[src/rtl/soc_pkg.sv]
package soc_pkg;

	// Bus widths
	localparam int haddr_w = 32;
	localparam int hdata_w = 32;

	// External SRAM, 16 bits wide, halfword addressed
	localparam int sram_addr_w = 18;
	localparam int sram_dq_w = 16;
	localparam int sram_half_cycles = 2;                    // Clocks per halfword access
	localparam int sram_cnt_w = $clog2(sram_half_cycles);

	localparam int n_pads = 23;

	// Memory map
	localparam logic [haddr_w-1:0] sram_base = 32'h2000_0000;
	localparam int sram_win_w = 19;                         // 512 KiB window
	localparam logic [haddr_w-1:0] gpio_base = 32'h4000_0000;
	localparam int gpio_ofs_w = 12;                         // 4 KiB window

	// GPIO register offsets
	localparam logic [gpio_ofs_w-1:0] gpio_out_ofs = 12'h000;
	localparam logic [gpio_ofs_w-1:0] gpio_oe_ofs = 12'h004;
	localparam logic [gpio_ofs_w-1:0] gpio_in_ofs = 12'h008; // Read only

	typedef enum logic [1:0] {
		htrans_idle   = 2'b00,
		htrans_busy   = 2'b01,
		htrans_nonseq = 2'b10,
		htrans_seq    = 2'b11
	} htrans_t;

	typedef enum logic [2:0] {
		hsize_byte = 3'b000,
		hsize_half = 3'b001,
		hsize_word = 3'b010
	} hsize_t;

	// One bus word seen whole or as two SRAM halfwords, half[0] at the even address
	typedef union packed {
		logic [hdata_w-1:0] word;
		logic [1:0][sram_dq_w-1:0] half;
	} sram_word_t;

endpackage

[src/rtl/ahb_if.sv]
`timescale 1ns/1ps

interface ahb_if
	import soc_pkg::*;
();

	// Address phase, from the decoder
	logic sel;
	logic [haddr_w-1:0] haddr;
	htrans_t htrans;
	logic hwrite;
	hsize_t hsize;
	logic [hdata_w-1:0] hwdata;
	logic hready_in;                // Global hready, broadcast to every slave

	// Response, from the slave
	logic [hdata_w-1:0] hrdata;
	logic hreadyout;
	logic hresp;

	modport master (
		output sel, haddr, htrans, hwrite, hsize, hwdata, hready_in,
		input  hrdata, hreadyout, hresp
	);

	modport slave (
		input  sel, haddr, htrans, hwrite, hsize, hwdata, hready_in,
		output hrdata, hreadyout, hresp
	);

endinterface

[src/rtl/ahb_decoder.sv]
`timescale 1ns/1ps

module ahb_decoder import soc_pkg::*; (
	input  logic clk_sys,
	input  logic rst_n,
	input  logic [haddr_w-1:0] haddr,
	input  htrans_t htrans,
	input  logic hwrite,
	input  hsize_t hsize,
	input  logic [hdata_w-1:0] hwdata,
	output logic [hdata_w-1:0] hrdata,
	output logic hready,
	output logic hresp,
	ahb_if.master sram_bus,
	ahb_if.master gpio_bus
);

	logic xfer;
	logic hit_sram;
	logic hit_gpio;
	logic dph_sram;
	logic dph_gpio;
	logic dph_err;
	logic err_second;

	assign xfer = htrans inside {htrans_nonseq, htrans_seq};
	assign hit_sram = haddr[haddr_w-1:sram_win_w] == sram_base[haddr_w-1:sram_win_w];
	assign hit_gpio = haddr[haddr_w-1:gpio_ofs_w] == gpio_base[haddr_w-1:gpio_ofs_w];

	// Address phase goes to both slaves, sel picks one
	assign sram_bus.sel = hit_sram;
	assign sram_bus.haddr = haddr;
	assign sram_bus.htrans = htrans;
	assign sram_bus.hwrite = hwrite;
	assign sram_bus.hsize = hsize;
	assign sram_bus.hwdata = hwdata;
	assign sram_bus.hready_in = hready;

	assign gpio_bus.sel = hit_gpio;
	assign gpio_bus.haddr = haddr;
	assign gpio_bus.htrans = htrans;
	assign gpio_bus.hwrite = hwrite;
	assign gpio_bus.hsize = hsize;
	assign gpio_bus.hwdata = hwdata;
	assign gpio_bus.hready_in = hready;

	always_ff @(posedge clk_sys or negedge rst_n) begin
		if (!rst_n) begin
			dph_sram <= 1'b0;
			dph_gpio <= 1'b0;
			dph_err <= 1'b0;
			err_second <= 1'b0;
		end else if (hready) begin
			dph_sram <= xfer && hit_sram;
			dph_gpio <= xfer && hit_gpio;
			dph_err <= xfer && !hit_sram && !hit_gpio; // Unmapped
			err_second <= 1'b0;
		end else if (dph_err) begin
			err_second <= 1'b1;
		end
	end

	always_comb begin
		if (dph_sram) begin
			hrdata = sram_bus.hrdata;
			hready = sram_bus.hreadyout;
			hresp = sram_bus.hresp;
		end else if (dph_gpio) begin
			hrdata = gpio_bus.hrdata;
			hready = gpio_bus.hreadyout;
			hresp = gpio_bus.hresp;
		end else if (dph_err) begin
			hrdata = '0;
			hready = err_second;                    // Low first, high second
			hresp = 1'b1;
		end else begin
			hrdata = '0;
			hready = 1'b1;
			hresp = 1'b0;
		end
	end

endmodule

[src/rtl/sram_ctrl.sv]
`timescale 1ns/1ps

module sram_ctrl import soc_pkg::*; (
	input  logic clk_sys,
	input  logic rst_n,
	ahb_if.slave bus,
	output logic [sram_addr_w-1:0] sram_addr,
	output logic [sram_dq_w-1:0] sram_dq_out,
	output logic sram_dq_oe,
	input  logic [sram_dq_w-1:0] sram_dq_in,
	output logic sram_ce_n,
	output logic sram_we_n,
	output logic sram_oe_n,
	output logic [1:0] sram_byte_n
);

	localparam logic [sram_cnt_w-1:0] cnt_last = sram_cnt_w'(sram_half_cycles - 1);

	logic accept;
	logic active;
	logic write;
	logic is_word;
	logic second;                                   // Upper halfword of a word access
	logic [sram_cnt_w-1:0] hw_cnt;
	logic half_last;
	logic last_cycle;
	logic [sram_dq_w-1:0] rdata_lo;
	sram_word_t wdata_u;
	sram_word_t rdata_u;

	assign accept = bus.sel && bus.hready_in && (bus.htrans inside {htrans_nonseq, htrans_seq});
	assign half_last = hw_cnt == cnt_last;
	assign last_cycle = active && half_last && (!is_word || second);

	assign bus.hreadyout = !active || last_cycle;
	assign bus.hresp = 1'b0;

	// Halfword follows the SRAM address LSB, so sub-word writes land on the right lane
	assign wdata_u.word = bus.hwdata;
	assign sram_dq_out = wdata_u.half[sram_addr[0]];

	// Last halfword comes straight off the pins on the final edge
	always_comb begin
		rdata_u.half[1] = sram_dq_in;
		rdata_u.half[0] = is_word ? rdata_lo : sram_dq_in;
	end
	assign bus.hrdata = rdata_u.word;

	always_ff @(posedge clk_sys or negedge rst_n) begin
		if (!rst_n) begin
			active <= 1'b0;
			write <= 1'b0;
			is_word <= 1'b0;
			second <= 1'b0;
			hw_cnt <= '0;
			sram_addr <= '0;
			sram_ce_n <= 1'b1;
			sram_we_n <= 1'b1;
			sram_oe_n <= 1'b1;
			sram_dq_oe <= 1'b0;
			sram_byte_n <= 2'b11;
		end else if (accept) begin
			active <= 1'b1;
			write <= bus.hwrite;
			is_word <= bus.hsize == hsize_word;
			second <= 1'b0;
			hw_cnt <= '0;
			sram_addr <= bus.haddr[sram_addr_w:1];  // Byte to halfword address
			sram_ce_n <= 1'b0;
			sram_we_n <= !bus.hwrite;
			sram_oe_n <= bus.hwrite;
			sram_dq_oe <= bus.hwrite;
			if (bus.hsize == hsize_byte)
				sram_byte_n <= bus.haddr[0] ? 2'b01 : 2'b10;
			else
				sram_byte_n <= 2'b00;
		end else if (last_cycle) begin
			active <= 1'b0;
			sram_ce_n <= 1'b1;
			sram_we_n <= 1'b1;
			sram_oe_n <= 1'b1;
			sram_dq_oe <= 1'b0;
			sram_byte_n <= 2'b11;
		end else if (active) begin
			if (half_last) begin
				second <= 1'b1;
				hw_cnt <= '0;
				sram_addr[0] <= 1'b1;           // Odd halfword next
				sram_we_n <= !write;
			end else begin
				hw_cnt <= hw_cnt + 1'b1;
				sram_we_n <= 1'b1;              // Strobe only in the first clock
			end
		end
	end

	// Low halfword of a word read, captured as its cycle ends
	always_ff @(posedge clk_sys) begin
		if (active && half_last && !second)
			rdata_lo <= sram_dq_in;
	end

endmodule

[src/rtl/gpio_regs.sv]
`timescale 1ns/1ps

module gpio_regs import soc_pkg::*; (
	input  logic clk_sys,
	input  logic rst_n,
	ahb_if.slave bus,
	output logic [n_pads-1:0] padout,
	output logic [n_pads-1:0] padoe,
	input  logic [n_pads-1:0] padin
);

	logic accept;
	logic dph_write;
	logic [gpio_ofs_w-3:0] dph_ofs;                 // Word offset
	logic [n_pads-1:0] padin_meta;
	logic [n_pads-1:0] padin_sync;
	logic wr_en;

	assign accept = bus.sel && bus.hready_in && (bus.htrans inside {htrans_nonseq, htrans_seq});
	assign wr_en = dph_write && bus.hready_in;

	always_ff @(posedge clk_sys or negedge rst_n) begin
		if (!rst_n) begin
			dph_write <= 1'b0;
			dph_ofs <= '0;
		end else if (bus.hready_in) begin
			dph_write <= accept && bus.hwrite;
			dph_ofs <= bus.haddr[gpio_ofs_w-1:2];
		end
	end

	always_ff @(posedge clk_sys or negedge rst_n) begin
		if (!rst_n) begin
			padout <= '0;
			padoe <= '0;
		end else if (wr_en) begin
			if (dph_ofs == gpio_out_ofs[gpio_ofs_w-1:2])
				padout <= bus.hwdata[n_pads-1:0];
			if (dph_ofs == gpio_oe_ofs[gpio_ofs_w-1:2])
				padoe <= bus.hwdata[n_pads-1:0];
		end
	end

	// Two-flop synchroniser on the pad inputs
	always_ff @(posedge clk_sys or negedge rst_n) begin
		if (!rst_n) begin
			padin_meta <= '0;
			padin_sync <= '0;
		end else begin
			padin_meta <= padin;
			padin_sync <= padin_meta;
		end
	end

	always_comb begin
		bus.hrdata = '0;
		if (dph_ofs == gpio_out_ofs[gpio_ofs_w-1:2])
			bus.hrdata[n_pads-1:0] = padout;
		else if (dph_ofs == gpio_oe_ofs[gpio_ofs_w-1:2])
			bus.hrdata[n_pads-1:0] = padoe;
		else if (dph_ofs == gpio_in_ofs[gpio_ofs_w-1:2])
			bus.hrdata[n_pads-1:0] = padin_sync;
	end

	assign bus.hreadyout = 1'b1;                    // Zero wait states
	assign bus.hresp = 1'b0;

endmodule

[src/rtl/soc_mem_io.sv]
`timescale 1ns/1ps

module soc_mem_io import soc_pkg::*; (
	input  logic clk_sys,
	input  logic rst_n,
	input  logic [haddr_w-1:0] haddr,
	input  htrans_t htrans,
	input  logic hwrite,
	input  hsize_t hsize,
	input  logic [hdata_w-1:0] hwdata,
	output logic [hdata_w-1:0] hrdata,
	output logic hready,
	output logic hresp,
	output logic [sram_addr_w-1:0] sram_addr,
	output logic [sram_dq_w-1:0] sram_dq_out,
	output logic sram_dq_oe,
	input  logic [sram_dq_w-1:0] sram_dq_in,
	output logic sram_ce_n,
	output logic sram_we_n,
	output logic sram_oe_n,
	output logic [1:0] sram_byte_n,
	output logic [n_pads-1:0] padout,
	output logic [n_pads-1:0] padoe,
	input  logic [n_pads-1:0] padin
);

	ahb_if sram_bus ();
	ahb_if gpio_bus ();

	ahb_decoder i_ahb_decoder (
		.clk_sys  (clk_sys),
		.rst_n    (rst_n),
		.haddr    (haddr),
		.htrans   (htrans),
		.hwrite   (hwrite),
		.hsize    (hsize),
		.hwdata   (hwdata),
		.hrdata   (hrdata),
		.hready   (hready),
		.hresp    (hresp),
		.sram_bus (sram_bus.master),
		.gpio_bus (gpio_bus.master)
	);

	sram_ctrl i_sram_ctrl (
		.clk_sys     (clk_sys),
		.rst_n       (rst_n),
		.bus         (sram_bus.slave),
		.sram_addr   (sram_addr),
		.sram_dq_out (sram_dq_out),
		.sram_dq_oe  (sram_dq_oe),
		.sram_dq_in  (sram_dq_in),
		.sram_ce_n   (sram_ce_n),
		.sram_we_n   (sram_we_n),
		.sram_oe_n   (sram_oe_n),
		.sram_byte_n (sram_byte_n)
	);

	gpio_regs i_gpio_regs (
		.clk_sys (clk_sys),
		.rst_n   (rst_n),
		.bus     (gpio_bus.slave),
		.padout  (padout),
		.padoe   (padoe),
		.padin   (padin)
	);

endmodule

[config.mk]
export PLATFORM = sky130hd
export DESIGN_NAME = soc_mem_io
export DESIGN_NICKNAME = d
export VERILOG_FILES = /design/src/rtl/soc_pkg.sv /design/src/rtl/ahb_if.sv /design/src/rtl/ahb_decoder.sv /design/src/rtl/sram_ctrl.sv /design/src/rtl/gpio_regs.sv /design/src/rtl/soc_mem_io.sv
export SDC_FILE = /design/constraint.sdc
export NUM_CORES = 1
export LEC_CHECK = 0
export BUFFER_PORTS_ARGS = -buffer_cell sky130_fd_sc_hd__buf_2
export CORE_MARGIN = 3
export CORE_UTILIZATION = 45
export CTS_CLUSTER_SIZE = 40
export DETAILED_ROUTE_END_ITERATION = 10
export PLACE_DENSITY = 0.73
export SLEW_MARGIN = 20
export SYNTH_ARGS = -nofsm -noshare
export SYNTH_HDL_FRONTEND = slang
export SYNTH_SLANG_ARGS = --single-unit
[constraint.sdc]
create_clock -name clk_sys -period 6 [get_ports clk_sys]
set_input_delay 0 -clock clk_sys [delete_from_list [all_inputs] [get_ports clk_sys]]
set_output_delay 0 -clock clk_sys [all_outputs]
set_load 0.02 [all_outputs]
==> metrics <==
internal power=0.00199 W; share of layout cells above drive strength 1=between 40% and 50%; vias in the first global route=~5300; Placed Area=7860 sq um; final instance area=9390 sq um; Multi-input gate area=between 2000 and 3000 sq um; sequential cell area=between 3000 and 4000 sq um; clk buf depth=2; most common cell after layout, fill and taps aside=buf_2; register area share after synthesis=approximately three fifths; Setup Total Neg Slack=0 ns; GRT Util Overall=between 20% and 30%; FILL cells=about 1000; final-report hold violation count=0; Slew HR=a little under a third; PD cells=286 nW/um^2; Static Leakage=~4.6 nW; max-slew violation count=0; clk root buf=clkbuf_16; Avg WL per Cell=around 18 um; post-route ant nets=0; number of max-cap violations=0; Power Total=roughly 0.0027 W; leading cell types in the layout, fill and taps excluded=228 x buf_2, 131 x dfrtp_1, 89 x dlygate4sd3_1; Critical R2R Launch=i_gpio_regs.dph_ofs[1]$_DFFE_PN0N_; Worst Clk Skew=around 0.0034 ns; initial detailed-routing violation count=220; CORE AREA=14100 sq um; HP Class=primary input to flip-flop; Mapped Cells=just under 500; Async S/R FF share, synth=between 80% and 90%; worst endpoint required time=6.30 ns; worst ir drop on vdd=roughly 170 uV; synthesized area=6560 sq um; DIE WIDTH=~130 um; DRT Wirelength=between 15 and 20 mm; Synth cell types=37; Layout Cells excl Fill=990; Pre-antenna DRT Iters=4; sequential share of power=about 43%; largest net degree at the start of global routing=between 70 and 80; Port Buffers=229; run status=complete, no violations; # nets final=between 900 and 1000; CP startpoint=i_gpio_regs.dph_ofs[1]$_DFFE_PN0N_; initial core utilization=between 40% and 50%; first-pass GRT wire length=between 20 and 30 mm; combinational share of power=between 10% and 20%; CP Data Arrival Time=3.86 ns; Sw Pwr=0.000699 W; Critical Path Start Type=flip-flop; clock transition at the registers of the reported paths=~0.060 ns; fmax=0.281 GHz; CTS H-tree depth=4; clk_lat worst skew=between 0.4 and 0.5 ns; n_diodes=0; beginning of the worst hold path=haddr[30]; Cells after DPL=just under 900; Residual DRC=0; clock buffer count from CTS=17; dpl hpwl=about 11 mm; Tmin final=between 3 and 4 ns; Yosys warning total=0; RSZ-0062 raised after global routing=false; CTS Sinks=~150; Synth Flop Type=dfrtp_1; Final setup viols=0; detailed-route via count=5062; post-CTS setup buffer count=0; crit end category=flip-flop; Area growth, synth to finish=43.1%; Synth Area per Inst=around 14 sq um; Sw Ratio=about a quarter; row cnt=43; Tcrit/Tclk final=59.3%; initial antenna violation count=0; DIE AREA=16100 sq um; DR vias/cell=slightly above 5; Die Ht=around 130 um; clock group share of total power=between 40% and 50%; Setup CP Type=flip-flop to flip-flop; Yosys reg bits=about 150; Slew @ Worst Pin=around 1.0 ns; CTS tree=built; post-synth net total=592; I/O Pins=between 200 and 250; GRT overflow=0; Placer Congestion=0.775; Post-synth EDFFs=16; Max FO, Critical Path=26
[worst max-delay path: stages (launching register included)]
cell and delay [ns]:
dfrtp_1 0.77, nor2_1 0.23, nand3_1 0.75, nor3_4 0.94, buf_4 0.36, mux2_2 0.37
[power groups by stage]
stage / logic, W / clock network, W / registers, W
final: 0.000448 / 0.00108 / 0.00116
after global placement: 0.000391 / 0 / 0.00117
after CTS: 0.000450 / 0.00110 / 0.00116
after detailed placement: 0.000405 / 0 / 0.00118
after global routing: 0.000499 / 0.00115 / 0.00117
after floorplan: 0.000301 / 0 / 0.00114
[cell type report]
class                           count  area share [%]
Timing Repair Buffer              325            22.4
Clock inverter                     11            1.13
Inverter                            2          0.0800
Multi-Input combinational cell    299            27.1
Clock buffer                       21            5.48
Sequential cell                   152            41.4
Tap cell                          180            2.40
[per-stage QoR]
stage	setup WS [ns]	hold WS (ns)	utilization, %
after floorplan	4.09	-0.296	-
after global placement	2.46	0.0385	55.8
after detailed placement	2.45	0.0529	55.8
after CTS	2.44	0.00730	66.5
after global routing	2.25	0.0394	66.6
final	2.44	0.0243	66.6
[cell usage after synthesis (2+ instances only)]
| cell type | number | area, sq um |
|---|---|---|
| buf_2 | 4 | 20.0 |
| mux2_1 | 26 | 293 |
| clkbuf_1 | 16 | 60.1 |
| dfstp_2 | 5 | 131 |
| dfrtp_1 | 131 | 3280 |
| a32o_1 | 23 | 230 |
| nor4_2 | 3 | 37.5 |
| nor3_1 | 3 | 15.0 |
| mux2_2 | 83 | 935 |
| nand2_1 | 4 | 15.0 |
| nor3b_1 | 2 | 15.0 |
| and2_1 | 9 | 56.3 |
| buf_6 | 3 | 33.8 |
| nand4_1 | 3 | 18.8 |
| nand3_1 | 4 | 20.0 |
| nor2b_1 | 24 | 150 |
| edfxtp_1 | 16 | 480 |
| mux2i_1 | 5 | 50.1 |
| or2_2 | 24 | 150 |
| nand2b_1 | 28 | 175 |
| buf_4 | 4 | 30.0 |
| inv_1 | 2 | 7.51 |
| o21ai_0 | 6 | 30.0 |
| nor4_1 | 4 | 25.0 |
| a21oi_1 | 23 | 115 |
| nor2_1 | 15 | 56.3 |
[final timing paths]
| check | endpoint | slack (ns) | cells past startpoint |
|---|---|---|---|
| setup / recovery | i_gpio_regs.padout[18]$_DFFE_PN0P_ | 2.44 | 5 |
| hold / removal | i_ahb_decoder.dph_gpio$_DFFE_PN0N_ | 0.02 | 4 |
| setup reg to reg | i_gpio_regs.padout[18]$_DFFE_PN0P_ | 2.44 | 5 |
| hold reg to reg | i_gpio_regs.padin_sync[10]$_DFF_PN0_ | 0.35 | 0 |
| max in group asynchronous | i_gpio_regs.padin_meta[4]$_DFF_PN0_ | 4.55 | 3 |
| min in group asynchronous | i_gpio_regs.padout[1]$_DFFE_PN0P_ | 0.16 | 2 |
[cell families (layout without fill, tap and decap cells)]
family	Yosys count	after routing	synth area share (%)
buffers and inverters	30	359	2.36
and+or+nand+nor	128	128	12.4
muxes	114	114	19.5
DFF	152	152	59.3
AOI/OAI and AO/OA	57	57	6.45
[per-layer routing]
| layer | wire, um | part of all wire (%) | track usage [%] | vias to the layer above |
|---|---|---|---|---|
| li1 | - | - | - | 2359 |
| met1 | 7310 | 41 | 27.5 | 2506 |
| met2 | 8910 | 50 | 38.3 | 158 |
| met3 | 921 | 5.2 | 5.43 | 39 |
| met4 | 522 | 3.0 | 9.65 | 0 |
| met5 | 0 | 0 | 0 | - |
[timing repair]
item,4_1_cts,5_1_grt
endpoints found under the hold margin,191,0
gates resized for setup,0,0
hold buffers,89,0
[flip-flops by register name (all words and copies together), names as in the netlist, 2 cells and up]
signal,cells
i_gpio_regs.padin_meta,23
i_sram_ctrl.rdata_lo,16
i_gpio_regs.padout,23
i_sram_ctrl.sram_addr,18
i_gpio_regs.padoe,23
i_gpio_regs.padin_sync,23
i_gpio_regs.dph_ofs,10
i_sram_ctrl.sram_byte_n,2
(Power assumes the default switching activity.)
